## src/include/cache_defs.svh

```systemverilog
`ifndef CACHE_DEFS_SVH
`define CACHE_DEFS_SVH

// Processor byte address width
`define CACHE_ADDR_W 16

// Data word width on the processor port and on the backing memory
`define CACHE_WORD_W 16

`endif

```

## src/design/cache_pkg.sv

```systemverilog
package cache_pkg;

    localparam int TAG_W = 5;
    localparam int IDX_W = 8;
    localparam int OFS_W = 3;
    localparam int WORD_W = 16;
    localparam int SETS = 256;
    localparam int WORDS_PER_LINE = 4;
    localparam int ADDR_W = TAG_W + IDX_W + OFS_W;
    localparam int MEM_WORDS = 2 ** (ADDR_W - 1); // Backing store is word addressed
    localparam int MEM_LAT = 2; // Read latency of the backing memory in cycles
    localparam logic [WORD_W-1:0] MEM_INIT_KEY = 16'hA5C3;

    // Controller states
    typedef enum logic [3:0] {
        IDLE,
        COMP_RD,
        COMP_WR,
        WB_0,
        WB_1,
        WB_2,
        WB_3,
        FILL_0,
        FILL_1,
        FILL_2,
        FILL_3,
        FILL_4,
        FILL_5
    } cache_state_e;

    typedef enum logic [1:0] {NONE, READ, WRITE} mem_op_e;

endpackage

```

## src/design/cache_if.sv

```systemverilog
interface cache_way_if;
    logic                              enable;
    logic                              way;
    logic [cache_pkg::IDX_W-1:0]       index;
    logic [cache_pkg::OFS_W-1:0]       offset;
    logic [cache_pkg::TAG_W-1:0]       tag;
    logic                              comp;
    logic                              write;
    logic                              valid_in;
    logic                              dirty_in;
    logic [cache_pkg::WORD_W-1:0]      wdata;
    logic [cache_pkg::TAG_W-1:0]       tag_out [2]; // One entry per way
    logic                              valid [2];
    logic                              dirty [2];
    logic [cache_pkg::WORD_W-1:0]      rdata [2];

    modport ctrl (output enable, way, index, offset, tag, comp, write, valid_in, dirty_in,
                  wdata, input rdata);
    modport array (input enable, way, index, offset, tag, comp, write, valid_in, dirty_in,
                   wdata, output tag_out, valid, dirty, rdata);
    modport lookup (input tag, tag_out, valid, dirty);
endinterface


```

## src/design/cache_lookup.sv

```systemverilog
module cache_lookup (
    input  logic                        clk,
    input  logic                        arst_n,
    input  logic                        fill_done,
    cache_way_if.lookup                 way_bus,
    output logic                        hit,
    output logic                        hit_way,
    output logic                        victim_way,
    output logic                        victim_dirty,
    output logic [cache_pkg::TAG_W-1:0] victim_tag
);

    logic       victim_q;
    logic [1:0] way_hit;

    assign way_hit[0] = way_bus.valid[0] && (way_bus.tag_out[0] == way_bus.tag);
    assign way_hit[1] = way_bus.valid[1] && (way_bus.tag_out[1] == way_bus.tag);

    assign hit     = |way_hit;
    assign hit_way = way_hit[1]; // Both ways never hold the same tag

    // Empty ways are used first, the victim bit only decides between two valid ways
    assign victim_way = !way_bus.valid[0] ? 1'b0 :
                        !way_bus.valid[1] ? 1'b1 : victim_q;

    assign victim_dirty = way_bus.valid[victim_way] && way_bus.dirty[victim_way];
    assign victim_tag   = way_bus.tag_out[victim_way];

    always_ff @(posedge clk or negedge arst_n) begin
        if (!arst_n) begin
            victim_q <= 1'b0;
        end else if (fill_done) begin
            victim_q <= !victim_q;
        end
    end

endmodule

```

## src/flat_wrapper.sv

```systemverilog
// flat-port wrapper written by rule: the top's interface ports become plain ports
module cache_lookup_flat 
  (clk, arst_n, fill_done, hit, hit_way, victim_way, victim_dirty, victim_tag, way_bus_tag, way_bus_tag_out, way_bus_valid, way_bus_dirty);
  cache_way_if way_bus_i ();
  input  logic clk;
  input  logic arst_n;
  input  logic fill_done;
  output logic hit;
  output logic hit_way;
  output logic victim_way;
  output logic victim_dirty;
  output logic [cache_pkg::TAG_W-1:0] victim_tag;
  input wire logic [$bits(way_bus_i.tag)-1:0] way_bus_tag;
  input wire logic [$bits(way_bus_i.tag_out)-1:0] way_bus_tag_out;
  input wire logic [$bits(way_bus_i.valid)-1:0] way_bus_valid;
  input wire logic [$bits(way_bus_i.dirty)-1:0] way_bus_dirty;
  assign way_bus_i.tag = way_bus_tag;
  assign way_bus_i.tag_out = {>>{way_bus_tag_out}};
  assign way_bus_i.valid = {>>{way_bus_valid}};
  assign way_bus_i.dirty = {>>{way_bus_dirty}};
  cache_lookup u_core (.clk(clk), .arst_n(arst_n), .fill_done(fill_done), .way_bus(way_bus_i), .hit(hit), .hit_way(hit_way), .victim_way(victim_way), .victim_dirty(victim_dirty), .victim_tag(victim_tag));
endmodule
```

## config.mk

```make
export PLATFORM = sky130hd
export DESIGN_NAME = cache_lookup_flat
export DESIGN_NICKNAME = d
export VERILOG_FILES = /design/src/include/cache_defs.svh /design/src/design/cache_pkg.sv /design/src/design/cache_if.sv /design/src/design/cache_lookup.sv /design/src/flat_wrapper.sv
export SDC_FILE = /design/constraint.sdc
export NUM_CORES = 1
export LEC_CHECK = 0
export BUFFER_PORTS_ARGS = -buffer_cell sky130_fd_sc_hd__buf_2
export CAP_MARGIN = 20
export CORE_AREA = 2 2 39 41
export DETAILED_ROUTE_END_ITERATION = 10
export DIE_AREA = 0 0 41 43
export PLACE_DENSITY = 0.63
export SLEW_MARGIN = 10
export SYNTH_ARGS = -nofsm -noshare
export SYNTH_HDL_FRONTEND = slang
export SYNTH_SLANG_ARGS = --single-unit
```

## constraint.sdc

```tcl
create_clock -name clk -period 1.9 [get_ports clk]
set_input_delay 0.095 -clock clk [delete_from_list [all_inputs] [get_ports clk]]
set_output_delay 0.095 -clock clk [all_outputs]
set_load 0.01 [all_outputs]
```

### Yosys cells after proc, flatten, opt, wreduce, memory -nomap -nowiden

Index checks and enable logic that the tools add are counted.

* input port bits: 22
* bits in registers: 1

* bitwise operators: 1
* order comparisons: 1
* muxes and demuxes: 11
* reductions and logical operators: 5
* equal/unequal tests: 2

Operators by type and width (number)
* $mux W5: 3
* $eq A5 B5 Y1: 2
* $mux W1: 8
* $logic_and A1 B1 Y1: 3
* $ge A2 B2 Y1 const B: 1
* $not A1 Y2: 1
* $reduce_or A2 Y1: 1
* $logic_not A1 Y1: 1

### Depth between registers and ports, before layout

Gate-level depths: netlist of the first run.

* depth in word-level cells: 7
* mapped depth: 3

### Least setup slack after synthesis of the first run

OpenSTA, ideal clock, no wires.

* path kind: flip-flop to output port
* start: reg u_core.victim_q
* end: out victim_tag[0] in the netlist's numbering
* setup slack: 0.816 ns
* required time: 1.805 ns
* stages on the path, launching flop included: 3
* arrival time: 0.989 ns
* path through: dfrtp_1 o21ai_4 mux2_2

* longest elaborated chain between the ends: 6

Ends and longest elaborated chain
* start, declared: RTL line cache_lookup.sv:13 `logic victim_q;`
* start signal, assigned: RTL line cache_lookup.sv:33 `victim_q <= !victim_q;`
* $mux W1: RTL line cache_lookup.sv:24 `!way_bus.valid[1] ? 1'b1 : victim_q;`
* $mux W1: RTL line cache_lookup.sv:23 `assign victim_way = !way_bus.valid[0] ? 1'b0 :`
* $not A1 Y2 (implied by the code): RTL line cache_lookup.sv:27 `assign victim_tag = way_bus.tag_out[victim_way];`
* $mux W5 (implied by the code) (3 in a row): RTL line cache_lookup.sv:27
* end, declared: RTL line flat_wrapper.sv:12 `output logic [cache_pkg::TAG_W-1:0] victim_tag;`

Every way passes these cells. The select of a mux whose other input is x is not followed.

### Worst setup path after layout of the first run

Ends and elaborated chain as after synthesis.

==> results of run 1 <==
-- per-layer routing --
| metal | up-vias | part of all wire, % | GRT usage, % |
|---|---|---|---|
| met1 | 129 | 40 | 10.2 |
| met5 | - | 0 | 0 |
| met4 | 0 | 0 | 0 |
| li1 | 162 | - | - |
| met2 | 22 | 44 | 14.7 |
| met3 | 0 | 16 | 0 |
-- power by group through the flow --
stage          registers (mW)  logic [mW]  clock network [mW]
2_1_floorplan          0.0485      0.0802                   0
3_3_place_gp           0.0490       0.137                   0
5_1_grt                0.0524       0.152                   0
6_report               0.0508       0.136                   0
4_1_cts                0.0516       0.139                   0
3_5_place_dp           0.0516       0.137                   0
-- cell type report --
cell class / count / area (µm²) / share of cell area (%)
flip-flops and latches: 1 / 25.0 / 5.68
repair buffers: 31 / 160 / 36.4
well taps: 16 / 20.0 / 4.55
multi-input cells: 25 / 228 / 51.7
inverters: 2 / 7.51 / 1.70
-- per-stage QoR --
stage               util [%]  instances  setup WS, ps
global placement        31.1         74           650
finish                  31.8         75           655
detailed placement      31.1         74           634
global route            31.8         75           599
floorplan                  -         28           816
CTS                     31.8         75           632
-- path summary, 6_finish.rpt --
kind                                                  start                          end  slack, ps
worst max register to register  u_core.victim_q$_DFFE_PN0P_  u_core.victim_q$_DFFE_PN0P_       1180
worst min-delay path                              fill_done  u_core.victim_q$_DFFE_PN0P_        280
min in group asynchronous                            arst_n  u_core.victim_q$_DFFE_PN0P_        400
max in group asynchronous                            arst_n  u_core.victim_q$_DFFE_PN0P_       1410
worst max-delay path            u_core.victim_q$_DFFE_PN0P_                victim_tag[0]        650
worst min register to register  u_core.victim_q$_DFFE_PN0P_  u_core.victim_q$_DFFE_PN0P_        560
-- cells in the final DEF (no fill, tap or decap), types with 2 or more instances in the layout --
cell / count
buf_2: 30
xor2_1: 9
mux2_2: 5
inv_1: 2
xnor2_1: 2
-- kinds of logic after synthesis --
group,count (synthesis),share of synthesized area (%)
xor gates and xnor gates,11,37.0
muxes,6,25.5
and+or+nand+nor,6,14.9
AOI/OAI and AO/OA,2,10.1
buffers and inverters,2,2.89
DFF,1,9.61
-- what timing repair did --
item                                   4_1_cts  5_1_grt
endpoints found under the hold margin        1        0
setup buffers                                0        0
gates resized for setup                      0        0
hold buffers                                 1        0
==> impl_metrics.yaml, run 1 <==
layout:
  regMostFlops: "u_core.victim_q"
  final_cell_area_um2: 440
  area_delta_synth_final_pct: 69.2
  fill_cells: 160
  diodes: 0
  layout.nets: 83
  reg_top3: "u_core.victim_q x1"
  largest_reg_flops: 1
  drive_gt1_share_pct: 62.7
critical_path:
  critical_path.top_delay_family: "flip-flops"
  cp.arrival_ps: 1150
  max_stage_delay_ps: 410
  crit_type: "reg2out"
  cp-start-kind: "flop"
  critPathRequiredTime_ps: 1800
  cp-end-kind: "output pin"
  critPathBufInv: 1
  cp_num_cells: 3
  r2r_cells: 1
  path_cells: "o21ai_4 > mux2_2 > buf_2"
  slowest_stage: "dfrtp_1"
  critPathMaxFanout: 6
synthesis:
  yosys.cell_types.count: 14
  ys_seq_area_share_pct: 9.62
  syn-cell-area_um2: 260
  syn-num-nets: 50
  synth-edff-count: 0
  synthTopCellsByCount: "xor2_1, mux2_2, inv_1, xnor2_1"
  synth-async-reset-ratio_pct: 100
  yosysWarnings: 0
  avgSynthCellArea_um2: 9.29
  yosysMostFrequentCell: "xor2_1"
  ys.flop_type: "dfrtp_1"
  synth.largest_area_cell: "xor2_1"
  synth_top_cell_area_share_pct: 30.3
  synth_seq_cells: 1
  synthesis.instances: 28
  yosys-top-cells-area: "xor2_1, mux2_2, dfrtp_1, xnor2_1, o21ai_4"
drt:
  vias_per_cell: 4.17
  drt_iter0_drc: 0
  drt_first_pass_iters: 1
  wirelength_um: 695
  routed-via-count: 313
  drc: 0
  drt-wirelength-per-cell_um: 9.27
  postRouteAntennaNets: 0
sta:
  rsz0062_at_grt: "false"
  holdWs_ps: 281
  slew_headroom_pct: 82.5
  tightest_slew_ps: 260
  worst_clock_skew_ps: 0
  finalHoldViolCount: 0
  report.final.slew_viol_count: 0
  finalSetupViolCount: 0
  fmax_ghz: 0.803
  setup_tns_ps: 0
  min_period_over_period_pct: 65.5
  fin_crit_ps: 1250
power_and_ir_drop:
  swShare_pct: 41.8
  power_per_cell_area_mw_per_mm2: 425
  power_switching_mw: 0.0781
  p_int_mw: 0.109
  clkPwrFrac_pct: 0
  ir_worst_vdd_mv: 0.261
  comb_power_share_pct: 72.8
  power_frac_seq_pct: 27.2
  fin_total_pwr_mw: 0.187
  p_leak_nw: 0.238
floorplan:
  die_width_um: 41
  coreArea_mm2: 0.00138
  ioPinCount: 31
  die-area_mm2: 0.00176
  die_h_um: 43
  rows: 14
  start_util_pct: 18.8
clock_network:
  clk_pin_slew_ps: 0
  clock_latency_ps: 0
worst_hold_path:
  whs_path_depth: 2
  hold_path.class: "in2reg"
grt:
  track_usage_pct: 7.91
  grt_pass1_vias: 293
  grt_max_degree: 7
  antenna_found_initial: 0
  grt_pass1_wl_mm: 1.04
  grt-ovfl-total: 0
outcome:
  status: "finished clean"
flow_run:
  cap_violations: 0
place:
  post-dp-hpwl_um: 642
  portBuffers: 30
  place_area_um2: 430
  place.gp.congestion: 0.604
Note: power is estimated with default switching activity, not from simulation.
==> inputs of run 2 (changes only) <==
--- a/config.mk
+++ b/config.mk
@@ -5,12 +5,13 @@
 export SDC_FILE = /design/constraint.sdc
 export NUM_CORES = 1
 export LEC_CHECK = 0
+export ABC_AREA = 1
 export BUFFER_PORTS_ARGS = -buffer_cell sky130_fd_sc_hd__buf_2
 export CAP_MARGIN = 20
 export CORE_AREA = 2 2 39 41
 export DETAILED_ROUTE_END_ITERATION = 10
 export DIE_AREA = 0 0 41 43
-export PLACE_DENSITY = 0.63
+export PLACE_DENSITY = 0.72
 export SLEW_MARGIN = 10
 export SYNTH_ARGS = -nofsm -noshare
 export SYNTH_HDL_FRONTEND = slang
==> constraint.sdc (replaced) <==
create_clock -name clk -period 1.1 [get_ports clk]
set_input_delay 0.055 -clock clk [delete_from_list [all_inputs] [get_ports clk]]
set_output_delay 0.055 -clock clk [all_outputs]
set_load 0.01 [all_outputs]
==> impl_metrics.yaml, run 2 <==
outcome:
  status: "finished clean"
layout:
  largest_reg_flops: 1
  diodes: 0
  layout.nets: 128
  area_delta_synth_final_pct: 50.2
  reg_top3: "u_core.victim_q x1"
  postLayoutCoreUtil_pct: 37.6
  multi_input_area_um2: 251
  seqCellArea_um2: 25.0
  layout_commonest_cell: "nand2_1"
  drive_gt1_share_pct: 35.6
  fill_cells: 171
  regMostFlops: "u_core.victim_q"
  layout_common_cells: "nand2_1, buf_2, inv_1, nor2_1, o21ai_2"
power_and_ir_drop:
  ir_worst_vdd_mv: 0.502
  power_per_cell_area_mw_per_mm2: 691
  fin_total_pwr_mw: 0.360
  p_leak_nw: 0.384
synthesis:
  synth.largest_area_cell: "nand2_1"
  avgSynthCellArea_um2: 4.68
  yosys-top-cells-area: "nand2_1, inv_1, o21ai_2, nor2_1, dfrtp_1"
  synth_seq_cells: 1
  yosys.cell_types.count: 11
  synthesis.instances: 74
  syn-num-nets: 96
  synth_top_cell_area_share_pct: 36.8
  ys.flop_type: "dfrtp_1"
  synth-edff-count: 0
  ys_seq_area_share_pct: 7.22
  syn-cell-area_um2: 347
  synthTopCellsByCount: "nand2_1, inv_1, nor2_1, o21ai_2"
  yosysWarnings: 0
  yosysMostFrequentCell: "nand2_1"
  synth-async-reset-ratio_pct: 100
clock_network:
  clock_latency_ps: 0
  clk_pin_slew_ps: 0
  post_cts_buffers: 0
grt:
  grt_pass1_wl_mm: 1.48
  grt-ovfl-total: 0
  antenna_found_initial: 0
  grt_max_degree: 13
  grt_pass1_vias: 433
  track_usage_pct: 11.0
sta:
  report.final.slew_viol_count: 0
  setup_tns_ps: 0
  tightest_slew_ps: 162
  setup_ws_ps: 129
  rsz0062_at_grt: "false"
  worst_clock_skew_ps: 0
  slew_headroom_pct: 89.2
  fin_crit_ps: 971
  finalSetupViolCount: 0
  min_period_over_period_pct: 88.3
  fmax_ghz: 1.03
  finalHoldViolCount: 0
drt:
  wirelength_um: 894
  drt_iter0_drc: 3
  drt_first_pass_iters: 4
  vias_per_cell: 4.14
  postRouteAntennaNets: 0
  drt-wirelength-per-cell_um: 7.45
  routed-via-count: 497
  drc: 0
critical_path:
  crit_type: "reg2out"
  critical_path.top_delay_family: "flip-flops"
  critPathMaxFanout: 12
  slowest_stage: "dfrtp_1"
  cp-end-kind: "output pin"
  cp.arrival_ps: 920
  path_cells: "inv_1 > nand2_2 > nand2_4 > nand2_1 > o21ai_2 > buf_2"
  cp-start-kind: "flop"
  critPathBufInv: 2
  critPathRequiredTime_ps: 1040
  max_stage_delay_ps: 360
place:
  portBuffers: 30
  post-dp-hpwl_um: 812
  place.gp.congestion: 0.728
  place_ws_ps: 19.2
floorplan:
  ioPinCount: 31
  die-area_mm2: 0.00176
  start_util_pct: 25.0
  die_width_um: 41
  die_h_um: 43
  rows: 14
  coreArea_mm2: 0.00138
worst_hold_path:
  hold_path.class: "in2reg"
flow_run:
  cap_violations: 0
==> run 2: cell count changes in the layout (fill, tap and decap cells not counted), sizes merged, moves of 5 or more <==
cell and change:
inv +15, mux2 -5, nand2 +35, nor2 +8, o21ai +5, xor2 -8
==> run 2: layer usage <==
| layer | track usage [%] | vias to the layer above | part of all wire (%) |
|---|---|---|---|
| li1 | - | 273 | - |
| met1 | 11.1 | 208 | 38 |
| met2 | 22.2 | 16 | 53 |
| met3 | 2.09 | 0 | 9.2 |
| met4 | 0 | 0 | 0 |
| met5 | 0 | - | 0 |
==> run 2: logic make-up after synthesis <==
family | synth area share (%)
and+or+nand+nor | 53.1
buffers and inverters | 21.7
AOI/OAI and AO/OA | 15.5
xor gates and xnor gates | 2.53
DFF | 7.22
==> run 2: through the flow <==
step                std cells  cell area (µm²)  hold slack, ps
floorplan                  74              347            -241
global placement          119              505            -169
detailed placement        119              505            -169
CTS                       120              515             245
global route              120              520             254
finish                    120              520             242
==> run 2: final cells by class <==
type / count / area share (%)
Multi-Input combinational cell: 55 / 48.3
Timing Repair Buffer: 31 / 30.8
Inverter: 17 / 12.3
Sequential cell: 1 / 4.81
Tap cell: 16 / 3.85
==> run 2: power by group <==
group	total, mW	internal [mW]	leakage [nW]	switching, mW
Clock	0	0	0	0
Sequential	0.0690	0.0567	0.0117	0.0123
Combinational	0.291	0.125	0.373	0.166
==> run 2: worst paths after layout <==
check                                       startpoint                     endpoint  slack [ps]  cells after the start
max                        u_core.victim_q$_DFFE_PN0P_                victim_tag[2]         130                      6
max reg2reg                u_core.victim_q$_DFFE_PN0P_  u_core.victim_q$_DFFE_PN0P_         450                      1
min reg2reg                u_core.victim_q$_DFFE_PN0P_  u_core.victim_q$_DFFE_PN0P_         460                      1
min                                          fill_done  u_core.victim_q$_DFFE_PN0P_         240                      2
min in group asynchronous                       arst_n  u_core.victim_q$_DFFE_PN0P_         360                      2
max in group asynchronous                       arst_n  u_core.victim_q$_DFFE_PN0P_         660                      2
==> run 2: what timing repair did <==
| item | 4_1_cts | 5_1_grt |
|---|---|---|
| setup endpoints to repair | 0 | 6 |
| hold buffers | 1 | 0 |
| hold endpoints to repair | 1 | 0 |
| resized for setup | 0 | 1 |
