### src/include/cache_defs.svh
`ifndef CACHE_DEFS_SVH
`define CACHE_DEFS_SVH

// Processor byte address width
`define CACHE_ADDR_W 16

// Data word width on the processor port and on the backing memory
`define CACHE_WORD_W 16

`endif

### src/design/cache_pkg.sv
package cache_pkg;

    localparam int TAG_W = 5;
    localparam int IDX_W = 8;
    localparam int OFS_W = 3;
    localparam int WORD_W = 16;
    localparam int SETS = 256;
    localparam int WORDS_PER_LINE = 4;
    localparam int ADDR_W = TAG_W + IDX_W + OFS_W;
    localparam int MEM_WORDS = 2 ** (ADDR_W - 1); // Backing store is word addressed
    localparam int MEM_LAT = 2; // Read latency of the backing memory in cycles
    localparam logic [WORD_W-1:0] MEM_INIT_KEY = 16'hA5C3;

    // Controller states
    typedef enum logic [3:0] {
        IDLE,
        COMP_RD,
        COMP_WR,
        WB_0,
        WB_1,
        WB_2,
        WB_3,
        FILL_0,
        FILL_1,
        FILL_2,
        FILL_3,
        FILL_4,
        FILL_5
    } cache_state_e;

    typedef enum logic [1:0] {NONE, READ, WRITE} mem_op_e;

endpackage

### src/design/cache_if.sv
interface cache_way_if;
    logic                              enable;
    logic                              way;
    logic [cache_pkg::IDX_W-1:0]       index;
    logic [cache_pkg::OFS_W-1:0]       offset;
    logic [cache_pkg::TAG_W-1:0]       tag;
    logic                              comp;
    logic                              write;
    logic                              valid_in;
    logic                              dirty_in;
    logic [cache_pkg::WORD_W-1:0]      wdata;
    logic [cache_pkg::TAG_W-1:0]       tag_out [2]; // One entry per way
    logic                              valid [2];
    logic                              dirty [2];
    logic [cache_pkg::WORD_W-1:0]      rdata [2];

    modport ctrl (output enable, way, index, offset, tag, comp, write, valid_in, dirty_in,
                  wdata, input rdata);
    modport array (input enable, way, index, offset, tag, comp, write, valid_in, dirty_in,
                   wdata, output tag_out, valid, dirty, rdata);
    modport lookup (input tag, tag_out, valid, dirty);
endinterface

interface mem_if;
    cache_pkg::mem_op_e                op;
    logic [cache_pkg::ADDR_W-1:0]      addr; // Byte address, bit 0 unused
    logic [cache_pkg::WORD_W-1:0]      wdata;
    logic [cache_pkg::WORD_W-1:0]      rdata;

    modport ctrl (output op, addr, wdata, input rdata);
    modport mem (input op, addr, wdata, output rdata);
endinterface

### src/design/cache_ctrl.sv
module cache_ctrl (
    input  logic                         clk,
    input  logic                         arst_n,
    input  logic [cache_pkg::ADDR_W-1:0] addr,
    input  logic [cache_pkg::WORD_W-1:0] data_in,
    input  logic                         rd,
    input  logic                         wr,
    cache_way_if.ctrl                    way_bus,
    mem_if.ctrl                          mem_bus,
    input  logic                         hit,
    input  logic                         hit_way,
    input  logic                         victim_way,
    input  logic                         victim_dirty,
    input  logic [cache_pkg::TAG_W-1:0]  victim_tag,
    output logic                         fill_done,
    output logic [cache_pkg::WORD_W-1:0] data_out,
    output logic                         done,
    output logic                         stall,
    output logic                         cache_hit
);

    cache_pkg::cache_state_e      state;
    cache_pkg::cache_state_e      next_state;
    logic                         vic_way_q;
    logic                         is_wr_q;
    logic [cache_pkg::WORD_W-1:0] rd_word_q;
    logic [cache_pkg::TAG_W-1:0]  req_tag;
    logic [cache_pkg::IDX_W-1:0]  req_idx;
    logic [1:0]                   req_word;
    logic                         compare;
    logic                         wb_active;
    logic                         rd_issue;
    logic                         fill_land;
    logic                         fill_hit_word;
    logic [1:0]                   wb_word;
    logic [1:0]                   issue_word;
    logic [1:0]                   land_word;

    assign req_tag  = addr[cache_pkg::ADDR_W-1 -: cache_pkg::TAG_W];
    assign req_idx  = addr[cache_pkg::OFS_W +: cache_pkg::IDX_W];
    assign req_word = addr[cache_pkg::OFS_W-1:1];
    assign compare  = (state == cache_pkg::COMP_RD) || (state == cache_pkg::COMP_WR);

    always_comb begin
        next_state = state;
        wb_active  = 1'b0;
        rd_issue   = 1'b0;
        fill_land  = 1'b0;
        wb_word    = 2'd0;
        issue_word = 2'd0;
        land_word  = 2'd0;
        case (state)
            cache_pkg::IDLE: begin
                if (rd) next_state = cache_pkg::COMP_RD;
                else if (wr) next_state = cache_pkg::COMP_WR;
            end
            cache_pkg::COMP_RD, cache_pkg::COMP_WR: begin
                if (hit) next_state = cache_pkg::IDLE;
                else if (victim_dirty) next_state = cache_pkg::WB_0;
                else next_state = cache_pkg::FILL_0;
            end
            cache_pkg::WB_0: begin
                wb_active  = 1'b1;
                next_state = cache_pkg::WB_1;
            end
            cache_pkg::WB_1: begin
                wb_active  = 1'b1;
                wb_word    = 2'd1;
                next_state = cache_pkg::WB_2;
            end
            cache_pkg::WB_2: begin
                wb_active  = 1'b1;
                wb_word    = 2'd2;
                next_state = cache_pkg::WB_3;
            end
            cache_pkg::WB_3: begin
                wb_active  = 1'b1;
                wb_word    = 2'd3;
                next_state = cache_pkg::FILL_0;
            end
            cache_pkg::FILL_0: begin
                rd_issue   = 1'b1;
                next_state = cache_pkg::FILL_1;
            end
            cache_pkg::FILL_1: begin
                rd_issue   = 1'b1;
                issue_word = 2'd1;
                next_state = cache_pkg::FILL_2;
            end
            // Read issue and data return overlap for two cycles
            cache_pkg::FILL_2: begin
                rd_issue   = 1'b1;
                issue_word = 2'd2;
                fill_land  = 1'b1;
                next_state = cache_pkg::FILL_3;
            end
            cache_pkg::FILL_3: begin
                rd_issue   = 1'b1;
                issue_word = 2'd3;
                fill_land  = 1'b1;
                land_word  = 2'd1;
                next_state = cache_pkg::FILL_4;
            end
            cache_pkg::FILL_4: begin
                fill_land  = 1'b1;
                land_word  = 2'd2;
                next_state = cache_pkg::FILL_5;
            end
            cache_pkg::FILL_5: begin
                fill_land  = 1'b1;
                land_word  = 2'd3;
                next_state = cache_pkg::IDLE;
            end
            default: next_state = cache_pkg::IDLE;
        endcase
    end

    always_ff @(posedge clk or negedge arst_n) begin
        if (!arst_n) begin
            state     <= cache_pkg::IDLE;
            vic_way_q <= 1'b0;
            is_wr_q   <= 1'b0;
        end else begin
            state <= next_state;
            if (compare && !hit) begin
                vic_way_q <= victim_way;
                is_wr_q   <= (state == cache_pkg::COMP_WR);
            end
        end
    end

    assign fill_hit_word = fill_land && (land_word == req_word);

    always_ff @(posedge clk) begin
        if (fill_hit_word) rd_word_q <= mem_bus.rdata;
    end

    always_comb begin
        way_bus.enable   = compare || wb_active || fill_land;
        way_bus.way      = compare ? hit_way : vic_way_q;
        way_bus.index    = req_idx;
        way_bus.tag      = req_tag;
        way_bus.comp     = compare;
        way_bus.write    = ((state == cache_pkg::COMP_WR) && hit) || fill_land;
        way_bus.valid_in = fill_land;
        way_bus.dirty_in = fill_land && is_wr_q && (land_word == 2'd3);
        way_bus.offset   = addr[cache_pkg::OFS_W-1:0];
        way_bus.wdata    = data_in;
        if (wb_active) way_bus.offset = {wb_word, 1'b0};
        if (fill_land) begin
            way_bus.offset = {land_word, 1'b0};
            // Write miss merges the new word into the incoming line
            way_bus.wdata  = (is_wr_q && fill_hit_word) ? data_in : mem_bus.rdata;
        end
    end

    always_comb begin
        mem_bus.op    = cache_pkg::NONE;
        mem_bus.addr  = '0;
        mem_bus.wdata = way_bus.rdata[vic_way_q];
        if (wb_active) begin
            mem_bus.op   = cache_pkg::WRITE;
            mem_bus.addr = {victim_tag, req_idx, wb_word, 1'b0}; // Victim line address
        end else if (rd_issue) begin
            mem_bus.op   = cache_pkg::READ;
            mem_bus.addr = {req_tag, req_idx, issue_word, 1'b0};
        end
    end

    assign fill_done = (state == cache_pkg::FILL_5);
    assign done      = (compare && hit) || fill_done;
    assign cache_hit = compare && hit;
    assign stall     = (state != cache_pkg::IDLE);

    // Requested word may arrive in the very cycle that completes the fill
    assign data_out = fill_done ? (fill_hit_word ? mem_bus.rdata : rd_word_q) :
                      way_bus.rdata[hit_way];

endmodule

### src/flat_wrapper.sv
// flat-port wrapper written by rule: the top's interface ports become plain ports
module cache_ctrl_flat 
  (clk, arst_n, addr, data_in, rd, wr, hit, hit_way, victim_way, victim_dirty, victim_tag, fill_done, data_out, done, stall, cache_hit, way_bus_enable, way_bus_way, way_bus_index, way_bus_offset, way_bus_tag, way_bus_comp, way_bus_write, way_bus_valid_in, way_bus_dirty_in, way_bus_wdata, way_bus_rdata, mem_bus_op, mem_bus_addr, mem_bus_wdata, mem_bus_rdata);
  cache_way_if way_bus_i ();
  mem_if mem_bus_i ();
  input  logic clk;
  input  logic arst_n;
  input  logic [cache_pkg::ADDR_W-1:0] addr;
  input  logic [cache_pkg::WORD_W-1:0] data_in;
  input  logic rd;
  input  logic wr;
  input  logic hit;
  input  logic hit_way;
  input  logic victim_way;
  input  logic victim_dirty;
  input  logic [cache_pkg::TAG_W-1:0] victim_tag;
  output logic fill_done;
  output logic [cache_pkg::WORD_W-1:0] data_out;
  output logic done;
  output logic stall;
  output logic cache_hit;
  output wire logic [$bits(way_bus_i.enable)-1:0] way_bus_enable;
  output wire logic [$bits(way_bus_i.way)-1:0] way_bus_way;
  output wire logic [$bits(way_bus_i.index)-1:0] way_bus_index;
  output wire logic [$bits(way_bus_i.offset)-1:0] way_bus_offset;
  output wire logic [$bits(way_bus_i.tag)-1:0] way_bus_tag;
  output wire logic [$bits(way_bus_i.comp)-1:0] way_bus_comp;
  output wire logic [$bits(way_bus_i.write)-1:0] way_bus_write;
  output wire logic [$bits(way_bus_i.valid_in)-1:0] way_bus_valid_in;
  output wire logic [$bits(way_bus_i.dirty_in)-1:0] way_bus_dirty_in;
  output wire logic [$bits(way_bus_i.wdata)-1:0] way_bus_wdata;
  input wire logic [$bits(way_bus_i.rdata)-1:0] way_bus_rdata;
  output wire logic [$bits(mem_bus_i.op)-1:0] mem_bus_op;
  output wire logic [$bits(mem_bus_i.addr)-1:0] mem_bus_addr;
  output wire logic [$bits(mem_bus_i.wdata)-1:0] mem_bus_wdata;
  input wire logic [$bits(mem_bus_i.rdata)-1:0] mem_bus_rdata;
  assign way_bus_enable = way_bus_i.enable;
  assign way_bus_way = way_bus_i.way;
  assign way_bus_index = way_bus_i.index;
  assign way_bus_offset = way_bus_i.offset;
  assign way_bus_tag = way_bus_i.tag;
  assign way_bus_comp = way_bus_i.comp;
  assign way_bus_write = way_bus_i.write;
  assign way_bus_valid_in = way_bus_i.valid_in;
  assign way_bus_dirty_in = way_bus_i.dirty_in;
  assign way_bus_wdata = way_bus_i.wdata;
  assign way_bus_i.rdata = {>>{way_bus_rdata}};
  assign mem_bus_op = mem_bus_i.op;
  assign mem_bus_addr = mem_bus_i.addr;
  assign mem_bus_wdata = mem_bus_i.wdata;
  assign mem_bus_i.rdata = mem_bus_rdata;
  cache_ctrl u_core (.clk(clk), .arst_n(arst_n), .addr(addr), .data_in(data_in), .rd(rd), .wr(wr), .way_bus(way_bus_i), .mem_bus(mem_bus_i), .hit(hit), .hit_way(hit_way), .victim_way(victim_way), .victim_dirty(victim_dirty), .victim_tag(victim_tag), .fill_done(fill_done), .data_out(data_out), .done(done), .stall(stall), .cache_hit(cache_hit));
endmodule
### config.mk
export PLATFORM = sky130hd
export DESIGN_NAME = cache_ctrl_flat
export DESIGN_NICKNAME = d
export VERILOG_FILES = /design/src/include/cache_defs.svh /design/src/design/cache_pkg.sv /design/src/design/cache_if.sv /design/src/design/cache_ctrl.sv /design/src/flat_wrapper.sv
export SDC_FILE = /design/constraint.sdc
export NUM_CORES = 1
export LEC_CHECK = 0
export BUFFER_PORTS_ARGS = -buffer_cell sky130_fd_sc_hd__buf_2
export CORE_MARGIN = 5
export CORE_UTILIZATION = 50
export CTS_CLUSTER_DIAMETER = 80
export DETAILED_ROUTE_END_ITERATION = 6
export PLACE_DENSITY = 0.88
export SLEW_MARGIN = 20
export SYNTH_ARGS = -nofsm -noshare
export SYNTH_HDL_FRONTEND = slang
export SYNTH_SLANG_ARGS = --single-unit
### constraint.sdc
create_clock -name clk -period 3.44 [get_ports clk]
set_input_delay 0.344 -clock clk [delete_from_list [all_inputs] [get_ports clk]]
set_output_delay 0.344 -clock clk [all_outputs]
set_load 0.02 [all_outputs]
Word-level counts from Yosys, hierarchy flattened

Index checks and enable logic that the tools add are counted.

Equal/unequal tests: 15
$lt $le $gt $ge: 2
Bitwise operators: 2
Reduce and logical (&&, ||, !) cells: 19
Multiplexer cells: 28

Operator list:

| kind                                                                  | count |
|---|---|
| 16-bit 2-to-1 mux                                                     | 12 |
| 4-bit case mux with 11 select lines                                   | 1 |
| 4-bit equality test, second input constant                            | 5 |
| 2-bit case mux with 3 select lines                                    | 3 |
| 4-bit by 3-bit equality test with 1-bit output, second input constant | 4 |
| 4-bit 2-to-1 mux                                                      | 3 |
| 4-bit OR reduction                                                    | 3 |
| 3-bit 2-to-1 mux                                                      | 3 |
| 4-bit by 2-bit equality test with 1-bit output, second input constant | 2 |
| 1-bit logical AND                                                     | 7 |
| 1-bit logical OR                                                      | 5 |
| 1-bit 2-to-1 mux                                                      | 5 |
| 4-bit by 1-bit equality test with 1-bit output, second input constant | 1 |
| 2-bit >= comparator, second input constant                            | 2 |
| 4-bit zero test                                                       | 1 |
| 1-bit NOT with 2-bit output                                           | 2 |
| 4-bit nonzero test                                                    | 1 |
| 3-bit inequality test, second input constant                          | 1 |
| 2-bit equality test                                                   | 1 |
| 2-bit equality test, second input constant                            | 1 |
| 2-bit 2-to-1 mux                                                      | 1 |
| 2-bit OR reduction                                                    | 1 |
| 1-bit zero test                                                       | 1 |

Flip-flop bits (word level): 22
Input port bits: 93
Logic and storage cells: 70
Output and inout bits: 92

Longest topological paths before layout

Depth in word-level cells: 7
Gate-level depth with buffers: 8
Mapped depth without buffers: 5

Least setup slack after synthesis

OpenSTA, ideal clock, no wires.

Kind: register -> output
From: reg u_core.state[1]
To: out way_bus_offset[0]
Buffers on the path: 3
Data required time: 3.096 ns
Stages on the path, launching flop included: 8
Arrival time: 1.910 ns
Path slack: 1.186 ns
Cell sequence: dfrtp_1 -> buf_6 -> buf_6 -> or2_1 -> a21boi_4 -> inv_2 -> buf_2 -> nor3b_1

Elaborated cells between the ends (all ways): 14
Classes of those cells: eq/ne: 8; mux: 4; reduce/logical: 2

RTL lines:

| item                                  | line               | RTL |
|---|---|---|
| from (decl)                           | cache_ctrl.sv:22   | `cache_pkg::cache_state_e state;` |
| from (signal assigned)                | cache_ctrl.sv:120  | `state <= cache_pkg::IDLE;` |
| from (signal assigned)                | cache_ctrl.sv:124  | `state <= next_state;` |
| 4-bit equality test                   | cache_ctrl.sv:52   | `case (state)` |
| 4-bit OR reduction (no source line) * | n/a                |  |
| 1-bit 2-to-1 mux *                    | cache_ctrl.sv:52   |  |
| net way_bus_valid_in                  | flat_wrapper.sv:29 | `output wire logic [$bits(way_bus_i.valid_in)-1:0] way_bus_valid_in;` |
| 3-bit 2-to-1 mux *                    | cache_ctrl.sv:150  | `if (fill_land) begin` |
| to (decl)                             | flat_wrapper.sv:25 | `output wire logic [$bits(way_bus_i.offset)-1:0] way_bus_offset;` |

The timed path passes the listed nets; every way through them passes the cells marked *.

Worst setup path after layout

From: reg u_core.state[1]
To: out way_bus_enable

Longest elaborated chain between the ends: 5
Elaborated cells between the ends (all ways): 17
Classes of those cells: eq/ne: 10; mux: 2; reduce/logical: 5

Ends and longest elaborated chain:

| item                                                                                                                    | line               | RTL |
|---|---|---|
| 4-bit by 2-bit equality test with 1-bit output / 4-bit by 3-bit equality test with 1-bit output (equally long branches) | cache_ctrl.sv:52   |  |
| 4-bit OR reduction (no source line)                                                                                     | n/a                |  |
| 1-bit 2-to-1 mux                                                                                                        | cache_ctrl.sv:52   |  |
| 1-bit logical OR                                                                                                        | cache_ctrl.sv:139  | `way_bus.enable = compare \|\| wb_active \|\| fill_land;` |
| 1-bit logical OR *                                                                                                      | cache_ctrl.sv:139  |  |
| to (decl)                                                                                                               | flat_wrapper.sv:22 | `output wire logic [$bits(way_bus_i.enable)-1:0] way_bus_enable;` |

Mark *: on every way between the ends. The rest lies on a longest branch, timed or not.

==> flow_metrics.tcl <==
set metrics [dict create \
    dr.pass1.iters 5 \
    rsz0062_at_grt "no" \
    clkTransAtPathRegs_ns 0.08 \
    ys_warn_count 0 \
    dp.cells 614 \
    initial_core_util_pct 51.9 \
    relSlewSlack_pct 33.2 \
    grt.total_usage_pct 25.0 \
    cp-end-kind "output pin" \
    drc_errors 0 \
    ys_ff_latch 22 \
    finalHoldViolCount 0 \
    grt_overflow 0 \
    finalMaxSlewViolations 0 \
    period_share_pct 90.1 \
    grt_antenna_before_repair 0 \
    die_h_um 91.6 \
    syn-cell-area_um2 3330 \
    ys.flop_type "dfxtp_1" \
    io_pins 185 \
    layout.cells.non_filler 619 \
    clkSinkCount 22 \
    synth.avg_cell_area_um2 8.13 \
    drive_gt1_share_pct 49.1 \
    nets 636 \
    dpl.hpwl_um 8560 \
    status "finished clean" \
    rows 29 \
    post-cts-setup-buffer-count 0 \
    coreArea_um2 6420 \
    synth_edf_count 0 \
    multiInputGateArea_um2 2440 \
    timing_worst_setup_path_type "flop to output pin" \
    drv_cap 0 \
    arrival_ns 2.76 \
    postCtsResizedCells 0 \
    place.gp.congestion 0.951 \
    max_freq_mhz 323 \
    nFillCells 558 \
    syn_to_final_growth_pct 22.0 \
    synth_nets 503 \
    antenna_cells 0 \
    drt_iter0_markers 211 \
    final_core_util_pct 63.3 \
    clk_path_buf_depth 2 \
    io_buffers 183 \
    min_path_type "primary input to flop" \
    setup_ws_ns 0.340 \
    wl_per_cell_um 18.2 \
    grt_pass1_wl_um 18000 \
    cts_buffers 3 \
    die_area_um2 8400 \
    grt_pass1_vias 3712 \
    synthCells 410 \
    regArea_um2 470 \
    crit_path_start_kind "flop" \
    seq_area_frac_synth_pct 14.1 \
    tns_ns 0 \
    drtAntennaViolNets 0 \
    async_reset_ff_share_pct 27.3 \
    finalSetupViolCount 0 \
    ir_worst_vdd_uv 609 \
    die_w_um 91.6 \
    cts.htree.levels 1 \
    place_ws_ns 0.672 \
    cts-hold-fix-buffers 1 \
    vias 3905 \
    cp_data_required_time_ns 3.10 \
    skew_ns 0.00432 \
    clockRootBuffer "clkbuf_8" \
    tritoncts "done" \
    grt_max_degree 49 \
    worst_pin_slew_ns 1.00 \
    yosysUniqueCellTypes 61 \
    avgViaCountPerCell 6.31 \
    worst-path-max-fanout 27 \
    p_per_area_nw_per_um2 752 \
    p_leak_uw 0.00182 \
    period_needed_ns 3.10 \
    routed_wl_um 11300 \
    clkLatencyLatePin_ns 0.26 \
]
## sequential cells by signal, indices dropped and copies added, names as in the netlist
name              count
u_core.vic_way_q      1
u_core.is_wr_q        1
u_core.state          4
u_core.rd_word_q     16
## worst paths after layout
kind,endpoint,slack [ns],start,cells after the start
max,way_bus_enable,0.34,u_core.state[1],5
min,u_core.vic_way_q,0.32,victim_way,2
max reg2reg,u_core.rd_word_q[12],0.87,u_core.state[1],4
min reg2reg,u_core.rd_word_q[3],0.49,u_core.rd_word_q[3],1
max in group asynchronous,u_core.state[3],2.88,arst_n,2
min in group asynchronous,u_core.state[0],0.43,arst_n,2
## area by class of cell
cell class	instances	area share, %
multi-input cells	318	60.1
repair buffers	192	24.3
flip-flops and latches	22	11.6
well taps	77	2.37
clock buffers	4	1.11
inverters	6	0.554
## report_power, final
group / leakage, uW / switching, uW / internal [uW]
sequential: 0.000205 / 270 / 382
combinational: 0.00160 / 1290 / 950
clock: 0.0000228 / 83.5 / 82.6
## cell usage after synthesis, types with 2 or more instances
cell       number  area share (%)
a211oi_1       32             7.2
mux2_2         24             8.1
o211ai_1       22             5.0
nand2_1        20             2.3
nor3_1         20             3.0
clkbuf_1       19             2.1
nor4_1         19             3.6
buf_4          18             4.1
nand2b_1       18             3.4
nor2b_1        18             3.4
buf_2          17             2.6
dfxtp_1        16             9.6
nand3_1        16             2.4
o21bai_1       16             3.6
o221a_2        16             5.4
and2_1         10             1.9
mux2_4         10             4.5
o211ai_2       10             3.8
a21oi_1         7             1.1
dfrtp_1         6             4.5
o21ai_0         6            0.90
a22o_1          5             1.3
buf_6           5             1.7
nor2_1          5            0.56
inv_1           4            0.45
nand4bb_1       3             1.0
o22a_1          3            0.79
o22ai_1         3            0.56
xnor2_1         3            0.79
a22oi_1         2            0.45
a31oi_1         2            0.38
buf_1           2            0.23
buf_12          2             1.2
nor3b_1         2            0.45
or2_1           2            0.38
xor2_1          2            0.53
## critical path, cell delays in order (launching register included)
cell       delay [ns]
dfrtp_1          0.86
nand4bb_2        0.31
a21boi_4         0.46
inv_2            0.28
or3_1            0.41
buf_2            0.17
## kinds of logic after synthesis
logic type      count (synthesis)  share of synthesized area, %
simple gates                  144                          25.2
other cells                     1                         0.113
flops                          22                          14.1
buf+inv                        70                          12.7
mux                            34                          12.6
xor+xnor                        5                          1.31
compound gates                134                          33.9
## metal layers
layer	wire length [um]	share of wire, %	GRT usage [%]
met1	4290	38	30.8
met4	312	2.8	7.16
met2	5730	51	44.0
met5	0	0	0
met3	965	8.5	4.91
## per-stage QoR
step / hold WS [ns] / total power [uW] / area (um2)
floorplan: 0.0484 / 2320 / 3330
global placement: 0.172 / 2810 / 4010
detailed placement: 0.174 / 2880 / 4010
CTS: 0.324 / 3050 / 4060
global route: 0.323 / 3270 / 4060
finish: 0.318 / 3050 / 4060
## layout by cell type, fill, tap and decap left out, types with 2 or more instances in the layout
| cell type | count |
|---|---|
| nand3_1 | 16 |
| o21bai_1 | 16 |
| mux2_2 | 24 |
| buf_4 | 8 |
| dfxtp_1 | 16 |
| nor3b_1 | 2 |
| nor4_1 | 19 |
| a31oi_1 | 2 |
| clkbuf_8 | 3 |
| buf_2 | 183 |
| o221a_2 | 16 |
| dfrtp_1 | 6 |
| nor2_1 | 5 |
| o211ai_2 | 10 |
| a21oi_1 | 7 |
| a211oi_1 | 32 |
| nor2b_1 | 18 |
| nor3_1 | 20 |
| a22o_1 | 5 |
| a22oi_1 | 2 |
| xor2_1 | 2 |
| and2_1 | 10 |
| inv_1 | 4 |
| nand2b_1 | 18 |
| or2_1 | 2 |
| nand2_1 | 20 |
| o211ai_1 | 22 |
| mux2_4 | 10 |
| o21ai_0 | 6 |
| xnor2_1 | 3 |
| nand4bb_1 | 2 |
| o22a_1 | 3 |
| o22ai_1 | 3 |
No activity file was read; power rests on OpenSTA's default activity.
